`src/ahbBus_defs.svh`:
```
// Global sizing macros for the external bus unit
//   BUS_XLEN      AHB data width and load/store word
//   BUS_AWIDTH    AHB address width
//   BUS_MEMWORDS  Depth of the testbench slave memory

`ifndef AHBBUS_DEFS_SVH
`define AHBBUS_DEFS_SVH

//////////////////////////////////////////////////
// Bus widths
//////////////////////////////////////////////////

`define BUS_XLEN   64             // HRDATA / HWDATA width, also the LSU word
`define BUS_AWIDTH 32             // HADDR width

//////////////////////////////////////////////////
// Test memory
//////////////////////////////////////////////////

// Word count of the behavioral slave
// Index is taken from HADDR above the byte offset
`define BUS_MEMWORDS 64

`endif

```
`src/ahbBusPkg.sv`:
```
// Shared types of the external bus unit
//   Request code, AHB transfer type and controller state
//   Instruction, data, strobe and address word types

`include "ahbBus_defs.svh"

package ahbBusPkg;

  // Request from the IFU or LSU, held until BusStall falls
  typedef enum logic [1:0] {
    BusNone  = 2'b00,             // No request
    BusWrite = 2'b01,             // Store
    BusRead  = 2'b10              // Load or fetch
  } busRwT;

  // Only single transfers, so SEQ and BUSY never appear
  typedef enum logic [1:0] {
    IDLE   = 2'b00,
    NONSEQ = 2'b10
  } hTransT;

  // Two-phase transfer controller
  typedef enum logic [1:0] {
    AdrPhase,                     // Waiting to issue, or issuing NONSEQ
    DataPhase,                    // Address accepted, waiting on HREADY
    MemDone                       // Finished, parked while Stall is high
  } busStateT;

  typedef logic [31:0]                ifuWordT;   // Instruction word
  typedef logic [`BUS_XLEN-1:0]       lsuWordT;   // Load/store word, full bus width
  typedef logic [`BUS_XLEN/8-1:0]     byteMaskT;  // One strobe per byte lane
  typedef logic [`BUS_AWIDTH-1:0]     adrT;       // Byte address

endpackage

```
`src/busFsm.sv`:
```
// Two-phase AHB-Lite transfer controller
//   Issues one NONSEQ per request, then waits out the data phase
//   Drives HTRANS, HWRITE, CaptureEn, BusStall and BusCommitted
//   Parks in MemDone while the pipeline is stalled

`timescale 1ns/100ps

module busFsm (
  input  logic                HCLK,
  input  logic                rstN,
  input  logic                HREADY,        // Gated by the arbiter, 0 when not granted
  input  logic                Stall,         // Pipeline stalled, hold the finished transfer
  input  logic                Flush,         // Pipeline flushed, no new transfer
  input  ahbBusPkg::busRwT    BusRW,         // Held until BusStall is low
  output ahbBusPkg::hTransT   HTRANS,
  output logic                HWRITE,
  output logic                CaptureEn,     // Load the read data register
  output logic                BusStall,      // Request still in flight
  output logic                BusCommitted   // Data phase, not safe to abandon
);

  import ahbBusPkg::*;

  busStateT state;
  busStateT nextState;
  logic     request;                         // Requester is asking for a transfer

  assign request = (BusRW != BusNone);

  //////////////////////////////////////////////////
  // State register
  //////////////////////////////////////////////////

  always_ff @(posedge HCLK) begin
    if (!rstN) state <= AdrPhase;
    else       state <= nextState;
  end

  //////////////////////////////////////////////////
  // Next state
  //////////////////////////////////////////////////

  always_comb begin
    nextState = state;                       // HREADY low holds the phase
    case (state)
      AdrPhase: begin
        if (request && !Flush && HREADY) nextState = DataPhase;  // NONSEQ accepted
      end
      DataPhase: begin
        if (HREADY) nextState = MemDone;     // Data phase ends on first ready
      end
      MemDone: begin
        // Stay parked so a held request does not restart
        if (!Stall) nextState = AdrPhase;
      end
      default: nextState = AdrPhase;
    endcase
  end

  //////////////////////////////////////////////////
  // Outputs
  //////////////////////////////////////////////////

  // Address phase is combinational from the request
  assign HTRANS = (state == AdrPhase && request && !Flush) ? NONSEQ : IDLE;
  assign HWRITE = (BusRW == BusWrite);

  // Read data arrives with the ready that ends the data phase
  assign CaptureEn    = (state == DataPhase) && HREADY && (BusRW == BusRead);
  assign BusStall     = request && (state != MemDone);
  assign BusCommitted = (state == DataPhase);

  //////////////////////////////////////////////////
  // Checks
  //////////////////////////////////////////////////

  // Direction of the outstanding transfer is fixed once the address is taken
  assert property (@(posedge HCLK) disable iff (!rstN)
    BusCommitted |-> $stable(BusRW))
    else $error("busFsm request changed during data phase");

  // Requester must keep BusRW held through the data phase
  assert property (@(posedge HCLK) disable iff (!rstN)
    BusCommitted |-> BusStall)
    else $error("busFsm request dropped while committed");

endmodule

```
`src/ahbInterface.sv`:
```
// Bus interface of one requester
//   busFsm transfer controller
//   Enabled capture register for read data
//   One-cycle delay of store data and strobes on the data side

`timescale 1ns/100ps

module ahbInterface #(
  parameter type fetchT   = ahbBusPkg::lsuWordT,  // Width of the captured read word
  parameter bit  hasWrite = 1'b1                  // 1 data side, 0 instruction side
) (
  input  logic                  HCLK,
  input  logic                  rstN,
  // AHB side
  input  logic                  HREADY,           // Gated ready from the arbiter
  input  ahbBusPkg::lsuWordT    HRDATA,
  output ahbBusPkg::hTransT     HTRANS,
  output logic                  HWRITE,
  output ahbBusPkg::lsuWordT    HWDATA,           // Valid in the data phase
  output ahbBusPkg::byteMaskT   HWSTRB,
  // Requester side
  input  logic                  Stall,
  input  logic                  Flush,
  input  ahbBusPkg::busRwT      BusRW,
  input  ahbBusPkg::byteMaskT   ByteMask,         // Store byte enables
  input  ahbBusPkg::lsuWordT    WriteData,        // Store data
  output logic                  BusStall,
  output logic                  BusCommitted,
  output fetchT                 FetchBuffer       // Read data, valid once BusStall falls
);

  import ahbBusPkg::*;

  localparam int FetchLen = $bits(fetchT);        // 32 for IFU, bus width for LSU

  logic captureEn;

  // Transfer controller
  busFsm fsm (
    .HCLK         (HCLK),
    .rstN         (rstN),
    .HREADY       (HREADY),
    .Stall        (Stall),
    .Flush        (Flush),
    .BusRW        (BusRW),
    .HTRANS       (HTRANS),
    .HWRITE       (HWRITE),
    .CaptureEn    (captureEn),
    .BusStall     (BusStall),
    .BusCommitted (BusCommitted)
  );

  // Read capture, low lanes only on the instruction side
  always_ff @(posedge HCLK) begin
    if (captureEn) FetchBuffer <= fetchT'(HRDATA[FetchLen-1:0]);
  end

  //////////////////////////////////////////////////
  // Store path
  //////////////////////////////////////////////////

  if (hasWrite) begin : genWrite
    // Address phase data moves one cycle into the data phase
    always_ff @(posedge HCLK) begin
      HWDATA <= WriteData;
      HWSTRB <= ByteMask;
    end
  end else begin : genNoWrite
    assign HWDATA = '0;                           // Fetch side never writes
    assign HWSTRB = '0;

    assert property (@(posedge HCLK) disable iff (!rstN)
      BusRW != BusWrite)
      else $error("ahbInterface write requested on read-only side");
  end

endmodule

```
`src/busArbiter.sv`:
```
// Arbiter for the shared AHB master port
//   Data side wins when both request at idle
//   Grant locks on NONSEQ accept, releases at end of data phase
//   Muxes the address phase and gates HREADY per requester

`timescale 1ns/100ps

module busArbiter (
  input  logic                HCLK,
  input  logic                rstN,
  input  logic                HREADY,        // From the slave
  // Instruction interface
  input  ahbBusPkg::hTransT   ifuHTRANS,
  input  logic                ifuHWRITE,
  input  ahbBusPkg::adrT      ifuAdr,
  output logic                ifuHREADY,
  // Data interface
  input  ahbBusPkg::hTransT   lsuHTRANS,
  input  logic                lsuHWRITE,
  input  ahbBusPkg::adrT      lsuAdr,
  output logic                lsuHREADY,
  // Shared address phase
  output ahbBusPkg::adrT      HADDR,
  output ahbBusPkg::hTransT   HTRANS,
  output logic                HWRITE
);

  import ahbBusPkg::*;

  logic lockQ;                               // A transfer owns the bus
  logic ownerLsuQ;                           // Owner of the locked transfer
  logic grantLsu;                            // Current grant, 0 means IFU
  logic ifuReq;
  logic lsuReq;
  logic accept;                              // NONSEQ taken by the slave

  assign ifuReq = (ifuHTRANS == NONSEQ);
  assign lsuReq = (lsuHTRANS == NONSEQ);

  //////////////////////////////////////////////////
  // Grant
  //////////////////////////////////////////////////

  // Locked owner keeps the bus, else LSU first
  // Idle bus defaults to the data side
  always_comb begin
    if (lockQ) grantLsu = ownerLsuQ;
    else       grantLsu = lsuReq || !ifuReq;
  end

  //////////////////////////////////////////////////
  // Lock state
  //////////////////////////////////////////////////

  assign accept = HREADY && (HTRANS == NONSEQ);

  always_ff @(posedge HCLK) begin
    if (!rstN) begin
      lockQ     <= 1'b0;
      ownerLsuQ <= 1'b0;
    end else if (!lockQ) begin
      if (accept) begin                      // Address phase done, hold through data
        lockQ     <= 1'b1;
        ownerLsuQ <= grantLsu;
      end
    end else if (HREADY) begin
      lockQ <= 1'b0;                         // Data phase ends
    end
  end

  //////////////////////////////////////////////////
  // Address phase mux and ready gating
  //////////////////////////////////////////////////

  assign HADDR  = grantLsu ? lsuAdr    : ifuAdr;
  assign HTRANS = grantLsu ? lsuHTRANS : ifuHTRANS;
  assign HWRITE = grantLsu ? lsuHWRITE : ifuHWRITE;

  // Loser sees 0 and waits in AdrPhase
  assign lsuHREADY = HREADY &&  grantLsu;
  assign ifuHREADY = HREADY && !grantLsu;

  // Owner sits in its data phase while locked, so no NONSEQ may reach the bus
  assert property (@(posedge HCLK) disable iff (!rstN)
    (HTRANS == NONSEQ) |-> !lockQ)
    else $error("busArbiter NONSEQ issued while a transfer holds the bus");

endmodule

```
`src/memBus.sv`:
```
// External bus unit top level
//   Instruction and data bus interfaces
//   Arbiter sharing one AHB-Lite master port

`timescale 1ns/100ps

module memBus (
  input  logic                  HCLK,
  input  logic                  rstN,
  // AHB slave response
  input  logic                  HREADY,
  input  ahbBusPkg::lsuWordT    HRDATA,
  // AHB master
  output ahbBusPkg::adrT        HADDR,
  output ahbBusPkg::hTransT     HTRANS,
  output logic                  HWRITE,
  output ahbBusPkg::lsuWordT    HWDATA,
  output ahbBusPkg::byteMaskT   HWSTRB,
  // Instruction fetch
  input  ahbBusPkg::busRwT      ifuBusRW,
  input  ahbBusPkg::adrT        ifuAdr,
  input  logic                  ifuStall,
  input  logic                  ifuFlush,
  output logic                  ifuBusStall,
  output logic                  ifuBusCommitted,
  output ahbBusPkg::ifuWordT    ifuFetchBuffer,
  // Load/store
  input  ahbBusPkg::busRwT      lsuBusRW,
  input  ahbBusPkg::adrT        lsuAdr,
  input  logic                  lsuStall,
  input  logic                  lsuFlush,
  input  ahbBusPkg::byteMaskT   lsuByteMask,
  input  ahbBusPkg::lsuWordT    lsuWriteData,
  output logic                  lsuBusStall,
  output logic                  lsuBusCommitted,
  output ahbBusPkg::lsuWordT    lsuFetchBuffer
);

  import ahbBusPkg::*;

  hTransT ifuHTRANS;
  hTransT lsuHTRANS;
  logic   ifuHWRITE;
  logic   lsuHWRITE;
  logic   ifuHREADY;                         // Gated by the arbiter
  logic   lsuHREADY;

  // Fetch side, read only, 32-bit capture
  ahbInterface #(.fetchT(ifuWordT), .hasWrite(1'b0)) ifuBus (
    .HCLK(HCLK), .rstN(rstN), .HREADY(ifuHREADY), .HRDATA(HRDATA),
    .HTRANS(ifuHTRANS), .HWRITE(ifuHWRITE), .HWDATA(), .HWSTRB(),
    .Stall(ifuStall), .Flush(ifuFlush), .BusRW(ifuBusRW),
    .ByteMask('0), .WriteData('0),           // No stores from fetch
    .BusStall(ifuBusStall), .BusCommitted(ifuBusCommitted), .FetchBuffer(ifuFetchBuffer)
  );

  // Data side owns the write data lanes
  ahbInterface #(.fetchT(lsuWordT), .hasWrite(1'b1)) lsuBus (
    .HCLK(HCLK), .rstN(rstN), .HREADY(lsuHREADY), .HRDATA(HRDATA),
    .HTRANS(lsuHTRANS), .HWRITE(lsuHWRITE), .HWDATA(HWDATA), .HWSTRB(HWSTRB),
    .Stall(lsuStall), .Flush(lsuFlush), .BusRW(lsuBusRW),
    .ByteMask(lsuByteMask), .WriteData(lsuWriteData),
    .BusStall(lsuBusStall), .BusCommitted(lsuBusCommitted), .FetchBuffer(lsuFetchBuffer)
  );

  busArbiter arb (
    .HCLK(HCLK), .rstN(rstN), .HREADY(HREADY),
    .ifuHTRANS(ifuHTRANS), .ifuHWRITE(ifuHWRITE), .ifuAdr(ifuAdr), .ifuHREADY(ifuHREADY),
    .lsuHTRANS(lsuHTRANS), .lsuHWRITE(lsuHWRITE), .lsuAdr(lsuAdr), .lsuHREADY(lsuHREADY),
    .HADDR(HADDR), .HTRANS(HTRANS), .HWRITE(HWRITE)
  );

endmodule

```
`config.mk`:
```
export PLATFORM = sky130hd
export DESIGN_NAME = memBus
export DESIGN_NICKNAME = d
export VERILOG_FILES = /design/src/ahbBusPkg.sv /design/src/busFsm.sv /design/src/ahbInterface.sv /design/src/busArbiter.sv /design/src/memBus.sv
export VERILOG_INCLUDE_DIRS = /design/src
export SDC_FILE = /design/constraint.sdc
export NUM_CORES = 1
export LEC_CHECK = 0
export BUFFER_PORTS_ARGS = -buffer_cell sky130_fd_sc_hd__buf_4
export CORE_AREA = 3 3 159 161
export DETAILED_ROUTE_END_ITERATION = 10
export DIE_AREA = 0 0 162 164
export PLACE_DENSITY = 0.57
export RECOVER_POWER = 50
export SLEW_MARGIN = 25
export SYNTH_ARGS = -nofsm -noshare
export SYNTH_HDL_FRONTEND = slang
export SYNTH_SLANG_ARGS = --single-unit
```
`constraint.sdc`:
```
create_clock -name HCLK -period 7 [get_ports HCLK]
set_clock_uncertainty 0.05 [all_clocks]
set_input_delay 0.35 -clock HCLK [delete_from_list [all_inputs] [get_ports HCLK]]
set_output_delay 0.35 -clock HCLK [all_outputs]
set_load 0.01 [all_outputs]
```
After elaboration in Yosys (flattened, before gate mapping). Index checks and enable logic that the tools add are counted.

Register bits after elaboration: 174. Bits of input ports: 211. Logic and storage cells: 74. Output and inout bits: 207.

Bitwise logic cells: 1. Reductions and logical operators: 29. Multiplexer cells: 17. Equality and inequality tests: 19.

Operators by type and width (number): two-way mux 32 bit (1); two-way mux 2 bit (9); logical AND 1 bit (17); == test 2 bit, second input constant (7); != test 2 bit, second input constant (6); one-hot mux 2 bit (3 select lines) (2); == test 2 x 1 -> 1 bit, second input constant (4); AND reduction 3 bit (2); two-way mux 1 bit (5); zero test 1 bit (4); zero test 2 bit (2); != test 2 x 1 -> 1 bit, second input constant (2); nonzero test 2 bit (2); AND reduction 2 bit (1); logical OR 1 bit (1); inverter 1 bit (1).

Logic depth before layout (Yosys ltp). Gate-level depths: netlist of the first run.

Word-level depth: 13. Depth in mapped cells: 6. Mapped depth without buffers: 4.

By module. From an unflattened synthesis of the first run, not the netlist that was laid out.

Cell total of the unflattened synthesis: 339. Area total of the unflattened synthesis: 5780.5 um2.

By module, submodules not included: ahbInterface (lsuBus) (times used 1, cells an instance 136, area each 3363.2 um2, seq. area each 3363.2 um2); ahbInterface (ifuBus) (times used 1, cells an instance 105, area each 1505.2 um2, seq. area each 960.9 um2); busArbiter (times used 1, cells an instance 61, area each 600.6 um2, seq. area each 40.0 um2); busFsm (times used 2, cells an instance 18, area each 153.9 um2, seq. area each 40.0 um2); memBus (times used 1, cells an instance 1, area each 3.8 um2, seq. area each 0.0 um2).

Least setup slack after synthesis of the first run. OpenSTA, ideal clock, no wires.

Path type: register to register. Start point: register lsuBus.fsm.state[0]. End point: register lsuBus.FetchBuffer[0] (netlist name), enable pin. Setup time: 0.565 ns. Required time: 6.385 ns. Stages on the path, launching flop included: 4. Slack: 1.173 ns. Arrival time: 5.213 ns. Buffers on the path: 0. Period minus slack after synthesis: 5.827 ns. Cell sequence: dfxtp_1 -> nor2b_1 -> nand3b_1 -> nor3_1.

Elaborated cells between the ends (all ways): 11. Those cells by class: eq/ne: 2; mux: 2; reduce/logical: 7.

RTL lines: start, declared (line busFsm.sv:24) `busStateT state;`; start signal, assigned (line busFsm.sv:35) `if (!rstN) state <= AdrPhase;`; start signal, assigned (line busFsm.sv:36) `else state <= nextState;`; == test 2 x 1 -> 1 bit; via lsuBusCommitted (line memBus.sv:35) `output logic lsuBusCommitted,`; logical AND 1 bit (2 in series) (line busFsm.sv:69) `assign CaptureEn = (state == DataPhase) && HREADY && (BusRW == BusRead);`; via lsuBus.captureEn (line ahbInterface.sv:36) `logic captureEn;`; end signal, assigned (line ahbInterface.sv:55) `if (captureEn) FetchBuffer <= fetchT'(HRDATA[FetchLen-1:0]);`; end, declared (line ahbInterface.sv:29) `output fetchT FetchBuffer`.

The timed path passes the listed nets, and every way through them passes these cells. A chain may end at the register's enable or synchronous reset.

Final worst setup path of the first run.
Start point: register ifuBus.fsm.state[1]. End point: output HADDR[2].

Longest elaborated chain between the ends: 9.

Ends and longest elaborated chain: start, declared (line busFsm.sv:24); start signal, assigned (line busFsm.sv:35); start signal, assigned (line busFsm.sv:36); zero test 2 bit (line busFsm.sv:65) `assign HTRANS = (state == AdrPhase && request && !Flush) ? NONSEQ : IDLE;`; logical AND 1 bit (2 in series) (line busFsm.sv:65); two-way mux 2 bit (line busFsm.sv:65); == test 2 bit (line busArbiter.sv:37) `assign ifuReq = (ifuHTRANS == NONSEQ);`; zero test 1 bit (line busArbiter.sv:48) `else grantLsu = lsuReq || !ifuReq;`; logical OR 1 bit (line busArbiter.sv:48); two-way mux 1 bit (line busArbiter.sv:47) `if (lockQ) grantLsu = ownerLsuQ;`; two-way mux 32 bit (line busArbiter.sv:75) `assign HADDR = grantLsu ? lsuAdr : ifuAdr;`; end, declared (line memBus.sv:14) `output ahbBusPkg::adrT HADDR,`.

No other way between the ends.

==> results by group, run 1 <==
Run status
  – Status: completed

Hold path
  – Hold Path Class: in2reg

Layout
  – Nets: 978
  – Storage cell area: 4440 um2
  – Most common cell after layout, fill and taps aside: buf_4
  – Most frequent cells in the layout: buf_4 (214), clkbuf_4 (122), edfxtp_1 (96)
  – Layout filler cell count: between 2000 and 2500
  – Area Overhead vs Synth: 86.9%
  – Antenna Diode Count: 0
  – Multi-input logic area: 668 um2
  – Share of cells above drive strength 1: 51.5%

Global route
  – Global-route wire length before repair: around 27000 um
  – Largest net degree at the start of global routing: 38
  – Total track usage: 13.6%
  – Total gr overflow: 0
  – Initial antenna violation count: 0
  – Vias in the first global route: about 4300

Pwr
  – Leak: 4.02 nW
  – Pwr dens: 240 nW/um2
  – Max VDD drop: between 100 and 150 uV

Detailed routing
  – Via-per-instance ratio: 3.82
  – Detail Route Antenna Nets: 0
  – DR iter-0 viols: 186
  – Avg WL per Cell: 17.2 um
  – Pre-Repair DR Iteration Count: 4
  – Total number of vias: between 4000 and 5000
  – DRC viols: 0
  – Final wirelength: 19000 um

Clock network
  – Reg clk slew, reported paths: 0.08 ns
  – Postcts setup bufs: 0
  – CTS Buf Count: 17
  – CTS Buffer Depth: 2
  – Post_cts resized: 0
  – H-tree depth: 4
  – Clk root buf: clkbuf_16
  – Clock Latency Late Sink: 0.41 ns
  – Sinks on the clock net: about 170
  – CTS Hold Bufs: 72
  – CTS tree: built

Logic synthesis
  – Synth Register Bits: 174
  – Synth top area cells: edfxtp_1 (56%), dfxtp_1 (30%), mux2_2 (7.0%), buf_6 (0.65%), nor2b_1 (0.61%)
  – Unique masters post-synth: 30
  – Synth Flop Type: edfxtp_1
  – Avg Synthesized Cell Area: 19.5 um2
  – Post-synth EDFFs: 96
  – Syn Std Cell Area: 5170 um2
  – Cell count after synthesis: 265
  – Share of the synthesized area in the top cell type: between 50% and 60%
  – Syn_nets: about 480
  – Synth warn: 0
  – Synth async-reset ratio: 0%
  – Sequential share of the synthesized area: between 80% and 90%
  – Synth area leader: edfxtp_1

Worst setup path
  – Endpoint class of the critical path: output port
  – Crit-path cells: or4_1 > o31ai_4 > buf_4 > mux2_2 > buf_4
  – CP Launch Type: flip-flop
  – Reg2Reg Setup Slack: 4.01 ns
  – Crit path kind: reg2out
  – Req. time, crit path: ~6.6 ns
  – CP arrival: 2.61 ns
  – CP max-delay cell: or4_1
  – Slowest stage delay, CP: about 0.67 ns
  – Most frequent cell on the critical path: buf_4
  – Crit-path max FO: 34

Run
  – # Max-Cap Violations: 0

Placed design
  – I/O Buffers: 416
  – HPWL Detailed: approximately 15000 um
  – Post-Place Setup Slack: slightly below 4 ns
  – GPL Wtd Cong: 0.789

STA
  – Highest clock rate: 332 MHz
  – Slew headroom: 39.2%
  – PnR worst setup slack: ~4 ns
  – RSZ-0062 raised after global routing: no
  – Minimum clock period: around 3.0 ns
  – Slew Limit Fails: 0
  – Final hold viol count: 0
  – Worst-margin pin slew: 0.912 ns
  – Final worst-path cycle share: 43.0%
  – # setup viols final: 0
  – Total negative setup slack: 0 ns
  – Fin Hold WS: between 0.06 and 0.07 ns

Floorplan
  – I/O pin cnt: about 420
  – DIE HEIGHT: around 160 um
  – Row Count: 57
  – Die Wd: 162 um
  – Die area: ~27000 um2
  – Core Footprint: 24100 um2
  – Starting Density: 21.4%
## registers in the layout (all words and copies together) (netlist names)
signal / flops
lsuBus.HWDATA: 64
arb.lockQ: 1
ifuBus.FetchBuffer: 32
lsuBus.HWSTRB: 8
lsuBus.fsm.state: 2
lsuBus.FetchBuffer: 64
arb.ownerLsuQ: 1
ifuBus.fsm.state: 2
## worst max-delay path, delay by kind of cell, from the launching register on
family,cells,cell delay [ns]
AO/OA/AOI/OAI,1,0.25
flip-flops,1,0.33
buffers and inverters,2,0.55
multiplexers,1,0.39
AND/OR/NAND/NOR,1,0.67
## path summary, 6_finish.rpt
path / from / end / depth (start not counted)
hold reg to reg: arb.ownerLsuQ / arb.ownerLsuQ / 2
hold / removal: HRDATA[43] / lsuBus.FetchBuffer[43] / 1
setup reg to reg: ifuBus.fsm.state[1] / ifuBus.FetchBuffer[6] / 4
setup / recovery: ifuBus.fsm.state[1] / HADDR[2] / 5
## cells by family (layout without fill, tap and decap cells)
logic type	after synthesis	in the layout	synth area share, %
simple gates	35	35	3.56
compound gates	13	13	2.01
mux	33	33	7.17
flops	174	174	86.0
other cells	1	1	0.0726
buf+inv	9	524	1.19
## synth_stat cells, types with 2 or more instances
cell type  count
nand3b_1       3
nor4_1         2
clkbuf_1       3
nand2b_1       3
nor2b_1        5
edfxtp_1      96
dfxtp_1       78
buf_6          3
nand2_1        7
or4_1          2
o21ai_0        4
nor2_1         8
nand3_1        2
o2111ai_1      2
mux2_2        32
## layout make-up
type                    count  area share (%)
clock buffers              18            4.44
clock inverters            14            1.56
inverters                   1          0.0389
multi-input cells          82            6.92
flip-flops and latches    174            46.0
well taps                 324            4.20
repair buffers            491            36.8
## report_power, final
group	total (mW)	internal [mW]	switching, mW
registers	1.11	1.10	0.00988
clock network	0.931	0.477	0.453
logic	0.277	0.169	0.108
total	2.32	1.75	0.571
## per-stage QoR
stage | power (mW) | area (um2) | cells | util, %
3_5_place_dp | 1.41 | 8670 | 1000 | 36.0
5_1_grt | 2.42 | 9660 | 1104 | 40.1
3_3_place_gp | 1.40 | 8670 | 1000 | 36.0
2_1_floorplan | 1.23 | 5170 | 265 | -
4_1_cts | 2.39 | 9970 | 1104 | 41.3
6_report | 2.32 | 9660 | 1104 | 40.1
## routing by layer
metal / GRT usage [%] / up-vias / wire (um)
met5: 0 / - / 0
met4: 5.97 / 0 / 549
met3: 4.94 / 39 / 1770
met2: 23.8 / 228 / 9660
met1: 14.8 / 1972 / 6990
li1: - / 1979 / -
Power figures use the tool's default switching activity.
==> run 2, diff against run 1 <==
- CORE_AREA: 3 3 159 161 -> 3 3 163 165
- DIE_AREA: 0 0 162 164 -> 0 0 166 168
- clock period: 7 -> 2.68 ns (I/O delays scaled with it)
==> results by group, run 2 (synthesized netlist as in run 1, its figures left out) <==
Pwr
  – Sw Ratio: 23.9% (was 24.6%)
  – Clock group share of total power: 38.8% (was 40.1%)
  – Sequential Power Share: 47.5% (was 48.0%)
  – Max VDD drop: 341 uV (was 119 uV)
  – Pwr dens: 583 nW/um2 (was 240 nW/um2)
  – Int Power: 4.66 mW (was 1.75 mW)
  – Net Sw Power: 1.47 mW (was 0.571 mW)
  – Comb pwr share: 13.7% (was 11.9%)
  – Leak: 4.37 nW (was 4.02 nW)

Placed design
  – I/O Buffers: 416 (unchanged)
  – GPL Wtd Cong: 0.779 (was 0.789)
  – Placed insts: 1006 (was 1000)
  – HPWL Detailed: 13500 um (was 14600 um)

Worst setup path
  – CP max-delay cell: or4_4 (was or4_1)
  – CP arrival: 2.39 ns (was 2.61 ns)
  – Crit-path leading delay family: simple AND/OR/NAND/NOR gates (unchanged)
  – Crit path kind: reg2out (unchanged)
  – Crit path buf inv count: 3 (was 2)
  – CP Launch Type: flip-flop (unchanged)
  – Crit-path max FO: 17 (was 34)
  – Req. time, crit path: 2.50 ns (was 6.60 ns)
  – Endpoint class of the critical path: output port (unchanged)
  – Reg2Reg Setup Slack: 0.50 ns (was 4.01 ns)
  – Slowest stage delay, CP: 0.56 ns (was 0.67 ns)
  – Crit-path cells: or4_4 > o31ai_4 > buf_6 > buf_12 > mux2_2 > buf_4 (was or4_1 > o31ai_4 > buf_4 > mux2_2 > buf_4)

Detailed routing
  – Avg WL per Cell: 15.6 um (was 17.2 um)
  – Via-per-instance ratio: 3.80 (was 3.82)
  – Total number of vias: 4505 (was 4218)
  – Detail Route Antenna Nets: 0 (unchanged)
  – DR iter-0 viols: 178 (was 186)
  – DRC viols: 0 (unchanged)
  – Final wirelength: 18500 um (was 19000 um)
  – Pre-Repair DR Iteration Count: 4 (unchanged)

Floorplan
  – Starting Density: 20.5% (was 21.4%)
  – DIE HEIGHT: 168 um (was 164 um)
  – Core Footprint: 25200 um2 (was 24100 um2)
  – Row Count: 58 (was 57)
  – I/O pin cnt: 418 (unchanged)
  – Die Wd: 166 um (was 162 um)
  – Die area: 27900 um2 (was 26600 um2)

Clock network
  – CTS Buffer Depth: 2 (unchanged)
  – Clock Latency Late Sink: 0.42 ns (was 0.41 ns)
  – CTS tree: built (unchanged)
  – CTS Buf Count: 17 (unchanged)
  – Sinks on the clock net: 174 (unchanged)
  – H-tree depth: 4 (unchanged)
  – Clk root buf: clkbuf_16 (unchanged)
  – Reg clk slew, reported paths: 0.08 ns (about the same)

STA
  – RSZ-0062 raised after global routing: no (unchanged)
  – Worst-margin pin slew: 0.738 ns (was 0.912 ns)
  – Minimum clock period: 2.58 ns
  – Final hold viol count: 0 (unchanged)
  – Slew Limit Fails: 0 (unchanged)
  – # setup viols final: 0 (unchanged)
  – Final worst-path cycle share: 96.1%
  – Highest clock rate: 388 MHz
  – Total negative setup slack: 0 ns (unchanged)
  – Slew headroom: 50.4% (was 39.2%)

Layout
  – Nets: 1051 (was 978)
  – Most frequent cells in the layout: buf_4 (210), dlygate4sd3_1 (143), clkbuf_4 (127) (was buf_4 (214), clkbuf_4 (122), edfxtp_1 (96))
  – Biggest regs: lsuBus.FetchBuffer: 64 flops, lsuBus.HWDATA: 64 flops, ifuBus.FetchBuffer: 32 flops (unchanged)
  – Non-filler cells, final: 1185 (was 1104)
  – Area Overhead vs Synth: 103% (was 86.9%)
  – Share of cells above drive strength 1: 48.7% (was 51.5%)
  – Layout filler cell count: 2401 (was 2369)
  – Most common cell after layout, fill and taps aside: buf_4 (unchanged)

Global route
  – Vias in the first global route: 4992 (was 4258)
  – Total gr overflow: 0 (unchanged)
  – Initial antenna violation count: 2 (was 0)
  – Total track usage: 12.8% (was 13.6%)
  – Global-route wire length before repair: 27700 um (was 26600 um)
  – Largest net degree at the start of global routing: 65 (was 38)

Run
  – # Max-Cap Violations: 0 (unchanged)

Hold path
  – Hold Path Class: in2reg (unchanged)

Run status
  – Status: completed (unchanged)
-- run 2: changes by cell type in the layout (fill, tap and decap cells not counted), moves of 2 or more --
| cell | before | now |
|---|---|---|
| buf_12 | 0 | 3 |
| buf_4 | 214 | 210 |
| clkbuf_1 | 84 | 79 |
| clkbuf_4 | 122 | 127 |
| clkinv_4 | 2 | 4 |
| clkinvlp_4 | 2 | 0 |
| dfxtp_1 | 78 | 75 |
| dfxtp_2 | 0 | 3 |
| diode_2 | 0 | 2 |
| dlygate4sd3_1 | 72 | 143 |
-- run 2: final cells by class --
class	count	area, um2	area share, %
antenna	2	5.00	0.0477
clock buffer	17	425	4.05
clock inverter	15	148	1.41
inverter	1	3.75	0.0358
multi-input combinational	82	696	6.63
sequential	174	4450	42.4
tap	330	413	3.93
timing repair buffer	564	4360	41.5
-- run 2: metal layers --
layer | wire, um | track usage (%) | vias up
li1 | - | - | 2133
met1 | 6340 | 12.8 | 2064
met2 | 9960 | 24.0 | 275
met3 | 1630 | 4.56 | 33
met4 | 573 | 5.46 | 0
met5 | 0 | 0 | -
-- run 2: worst min-delay path, cell delays in order --
cell	delay [ns]
buf_4	0.09
nor4_1	0.06
o2111ai_1	0.10
o21ai_0	0.08
-- run 2: through the flow --
| step | hold WS (ns) | area (um2) | power (mW) | util, % | worst slack, ns |
|---|---|---|---|---|---|
| floorplan | 0.112 | 5210 | 3.21 | - | 0.000938 |
| global placement | 0.188 | 8740 | 3.67 | 34.7 | 0.484 |
| detailed placement | 0.190 | 8740 | 3.67 | 34.7 | 0.470 |
| CTS | 0.0102 | 10800 | 6.29 | 42.8 | 0.0360 |
| global route | 0.0657 | 10500 | 6.39 | 41.7 | 0.0339 |
| finish | 0.0274 | 10500 | 6.12 | 41.7 | 0.104 |
-- run 2: timing repair --
item                                    CTS  global route
cloned                                    1             0
endpoints found under the setup margin   32            31
setup buffers                             1             0
gates resized for setup                   2             1
hold buffers                            143             0
endpoints found under the hold margin   174             0
pin swaps                                 1             1
-- run 2: power groups by stage --
stage	sequential [mW]	clock [mW]	combinational [mW]
after floorplan	3.00	0	0.208
after global placement	2.97	0	0.700
after detailed placement	2.97	0	0.705
after CTS	2.91	2.47	0.905
after global routing	2.92	2.57	0.898
final	2.91	2.37	0.838
-- run 2: path summary, 6_finish.rpt --
check / start / to / depth (start not counted)
max: ifuBus.fsm.state[0] / HADDR[26] / 6
min: ifuFlush / ifuBus.fsm.state[0] / 4
max reg2reg: ifuBus.fsm.state[0] / ifuBus.FetchBuffer[30] / 5
min reg2reg: arb.ownerLsuQ / arb.ownerLsuQ / 2
==> run 3, diff against run 2 <==
--- a/config.mk
+++ b/config.mk
@@ -9,6 +9,6 @@
 export BUFFER_PORTS_ARGS = -buffer_cell sky130_fd_sc_hd__buf_4
-export CORE_AREA = 3 3 163 165
+export CORE_AREA = 10 10 152 154
 export DETAILED_ROUTE_END_ITERATION = 10
-export DIE_AREA = 0 0 166 168
-export PLACE_DENSITY = 0.57
+export DIE_AREA = 0 0 162 164
+export PLACE_DENSITY = 0.67
 export RECOVER_POWER = 50
--- a/constraint.sdc
+++ b/constraint.sdc
@@ -4,2 +4,2 @@
 set_output_delay 0.134 -clock HCLK [all_outputs]
-set_load 0.01 [all_outputs]
+set_load 0.02 [all_outputs]
==> results by group, run 3 (synthesized netlist as in run 1, its figures left out) <==
Clock network
  – Clock Latency Late Sink: 0.42 ns (about the same)
  – CTS Buf Count: 17 (unchanged)
  – CTS Buffer Depth: 2 (unchanged)
  – Reg clk slew, reported paths: 0.08 ns (about the same)
  – CTS tree: built (unchanged)
  – Sinks on the clock net: 174 (unchanged)
  – H-tree depth: 4 (unchanged)
  – Clk root buf: clkbuf_16 (unchanged)

Layout
  – Post-Route Utilization: 52.2% (was 41.7%)
  – Nets: 1051 (unchanged)
  – Most common cell after layout, fill and taps aside: buf_4 (unchanged)
  – Biggest regs: lsuBus.FetchBuffer: 64 flops, lsuBus.HWDATA: 64 flops, ifuBus.FetchBuffer: 32 flops (unchanged)
  – Non-filler cells, final: 1128 (was 1185)
  – Most frequent cells in the layout: buf_4 (226), dlygate4sd3_1 (142), clkbuf_4 (125) (was buf_4 (210), dlygate4sd3_1 (143), clkbuf_4 (127))
  – Share of cells above drive strength 1: 49.8% (was 48.7%)
  – Area Overhead vs Synth: 103% (about the same)

Worst setup path
  – Crit path kind: reg2out (unchanged)
  – Crit-path max FO: 16 (was 17)
  – Slowest stage delay, CP: 0.59 ns (was 0.56 ns)
  – CP max-delay cell: or4_4 (unchanged)
  – Req. time, crit path: 2.50 ns (about the same)
  – Crit-path cells: or4_4 > o31ai_4 > bufbuf_16 > mux2_2 > buf_4 (was or4_4 > o31ai_4 > buf_6 > buf_12 > mux2_2 > buf_4)
  – CP Launch Type: flip-flop (unchanged)
  – CP arrival: 2.43 ns (was 2.39 ns)
  – Endpoint class of the critical path: output port (unchanged)

Floorplan
  – DIE HEIGHT: 164 um (was 168 um)
  – I/O pin cnt: 418 (unchanged)
  – Core Footprint: 20000 um2 (was 25200 um2)
  – Die area: 26600 um2 (was 27900 um2)
  – Row Count: 52 (was 58)
  – Die Wd: 162 um (was 166 um)
  – Starting Density: 25.8% (was 20.5%)

STA
  – Highest clock rate: 383 MHz (was 388 MHz)
  – Final hold viol count: 0 (unchanged)
  – Slew Limit Fails: 0 (unchanged)
  – RSZ-0062 raised after global routing: yes (was no)
  – Final worst-path cycle share: 97.4% (was 96.1%)
  – Minimum clock period: 2.61 ns (was 2.58 ns)
  – # setup viols final: 0 (unchanged)

Global route
  – Total gr overflow: 0 (unchanged)
  – Vias in the first global route: 5252 (was 4992)
  – Global route hottest layer: met2 (unchanged)
  – Met3 Usage GRT: 8.04% (was 4.56%)
  – Grt met1 use: 13.6% (was 12.8%)
  – Largest net degree at the start of global routing: 65 (unchanged)
  – Global-route wire length before repair: 31100 um (was 27700 um)
  – Initial antenna violation count: 5 (was 2)
  – Met2 usage: 29.8% (was 24.0%)
  – Total track usage: 15.5% (was 12.8%)

Hold path
  – Hold Path Class: in2reg (unchanged)

Pwr
  – Max VDD drop: 358 uV (was 341 uV)
  – Pwr dens: 598 nW/um2 (was 583 nW/um2)
  – Leak: 4.42 nW (was 4.37 nW)
  – Final Power: 6.26 mW (was 6.12 mW)

Placed design
  – I/O Buffers: 416 (unchanged)
  – HPWL Detailed: 15900 um (was 13500 um)
  – Placed insts: 947 (was 1006)
  – GPL Wtd Cong: 0.765 (was 0.779)

Detailed routing
  – DR iter-0 viols: 185 (was 178)
  – Detail Route Antenna Nets: 0 (unchanged)
  – Total number of vias: 4598 (was 4505)
  – DRC viols: 0 (unchanged)
  – Via-per-instance ratio: 4.08 (was 3.80)
  – Avg WL per Cell: 19.7 um (was 15.6 um)
  – Final wirelength: 22200 um (was 18500 um)
  – Pre-Repair DR Iteration Count: 4 (unchanged)

Run status
  – Status: completed (unchanged)

Run
  – # Max-Cap Violations: 0 (unchanged)
## run 3: changes by cell type in the layout (fill, tap and decap cells not counted), sizes merged
cell and delta:
clkbuf -14, buf +15, clkinv -2, bufbuf +1
clkinvlp +1, diode +3, dlygate4sd3 -1
## run 3: metal layers
metal | up-vias | share of wire, %
li1 | 2126 | -
met1 | 2153 | 31
met2 | 291 | 55
met3 | 28 | 12
met4 | 0 | 2.0
met5 | - | 0
## run 3: worst max-delay path, delay by kind of cell (launching register included)
family | cells | cell delay (ns)
AOI/OAI and AO/OA | 1 | 0.24
buffers and inverters | 2 | 0.50
DFF | 1 | 0.34
muxes | 1 | 0.34
and+or+nand+nor | 1 | 0.59
## run 3: final timing paths
kind                       start                      to  slack, ns  cells past startpoint
max          ifuBus.fsm.state[1]               HADDR[31]       0.07                      5
max reg2reg  ifuBus.fsm.state[1]  ifuBus.FetchBuffer[20]       0.52                      5
min                       HREADY               arb.lockQ       0.03                      3
min reg2reg        arb.ownerLsuQ           arb.ownerLsuQ       0.55                      2
## run 3: repair_timing
| action | CTS | global route |
|---|---|---|
| endpoints found under the hold margin | 172 | 0 |
| gates resized for setup | 1 | 0 |
| hold buffers | 142 | 0 |
| gates cloned | 1 | 0 |
| buffers inserted | 1 | 0 |
| endpoints found under the setup margin | 28 | 7 |
| pin swaps | 1 | 0 |
## run 3: cell type report
type | instances | area, um2
sequential | 174 | 4450
fill | 1713 | 9570
clock inverter | 14 | 149
inverter | 1 | 3.75
timing repair buffer | 564 | 4400
clock buffer | 18 | 429
antenna | 5 | 12.5
tap | 270 | 338
multi-input combinational | 82 | 688
## run 3: power breakdown
part           total (mW)  leakage (nW)  internal [mW]  switching (mW)
Sequential           2.91          1.52           2.88          0.0274
Combinational       0.971          2.62          0.549           0.422
Clock                2.38         0.280           1.25            1.13
## run 3: metrics by stage
step / cell area, um2 / worst slack [ns] / setup TNS (ns) / hold slack [ns]
4_1_cts: 10700 / 0.0631 / 0 / 0.00648
3_3_place_gp: 8660 / 0.489 / 0 / 0.188
3_5_place_dp: 8660 / 0.460 / 0 / 0.190
5_1_grt: 10500 / -0.00985 / -0.0198 / 0.0290
6_report: 10500 / 0.0698 / 0 / 0.0332
2_1_floorplan: 5190 / -0.0448 / -2.87 / 0.112
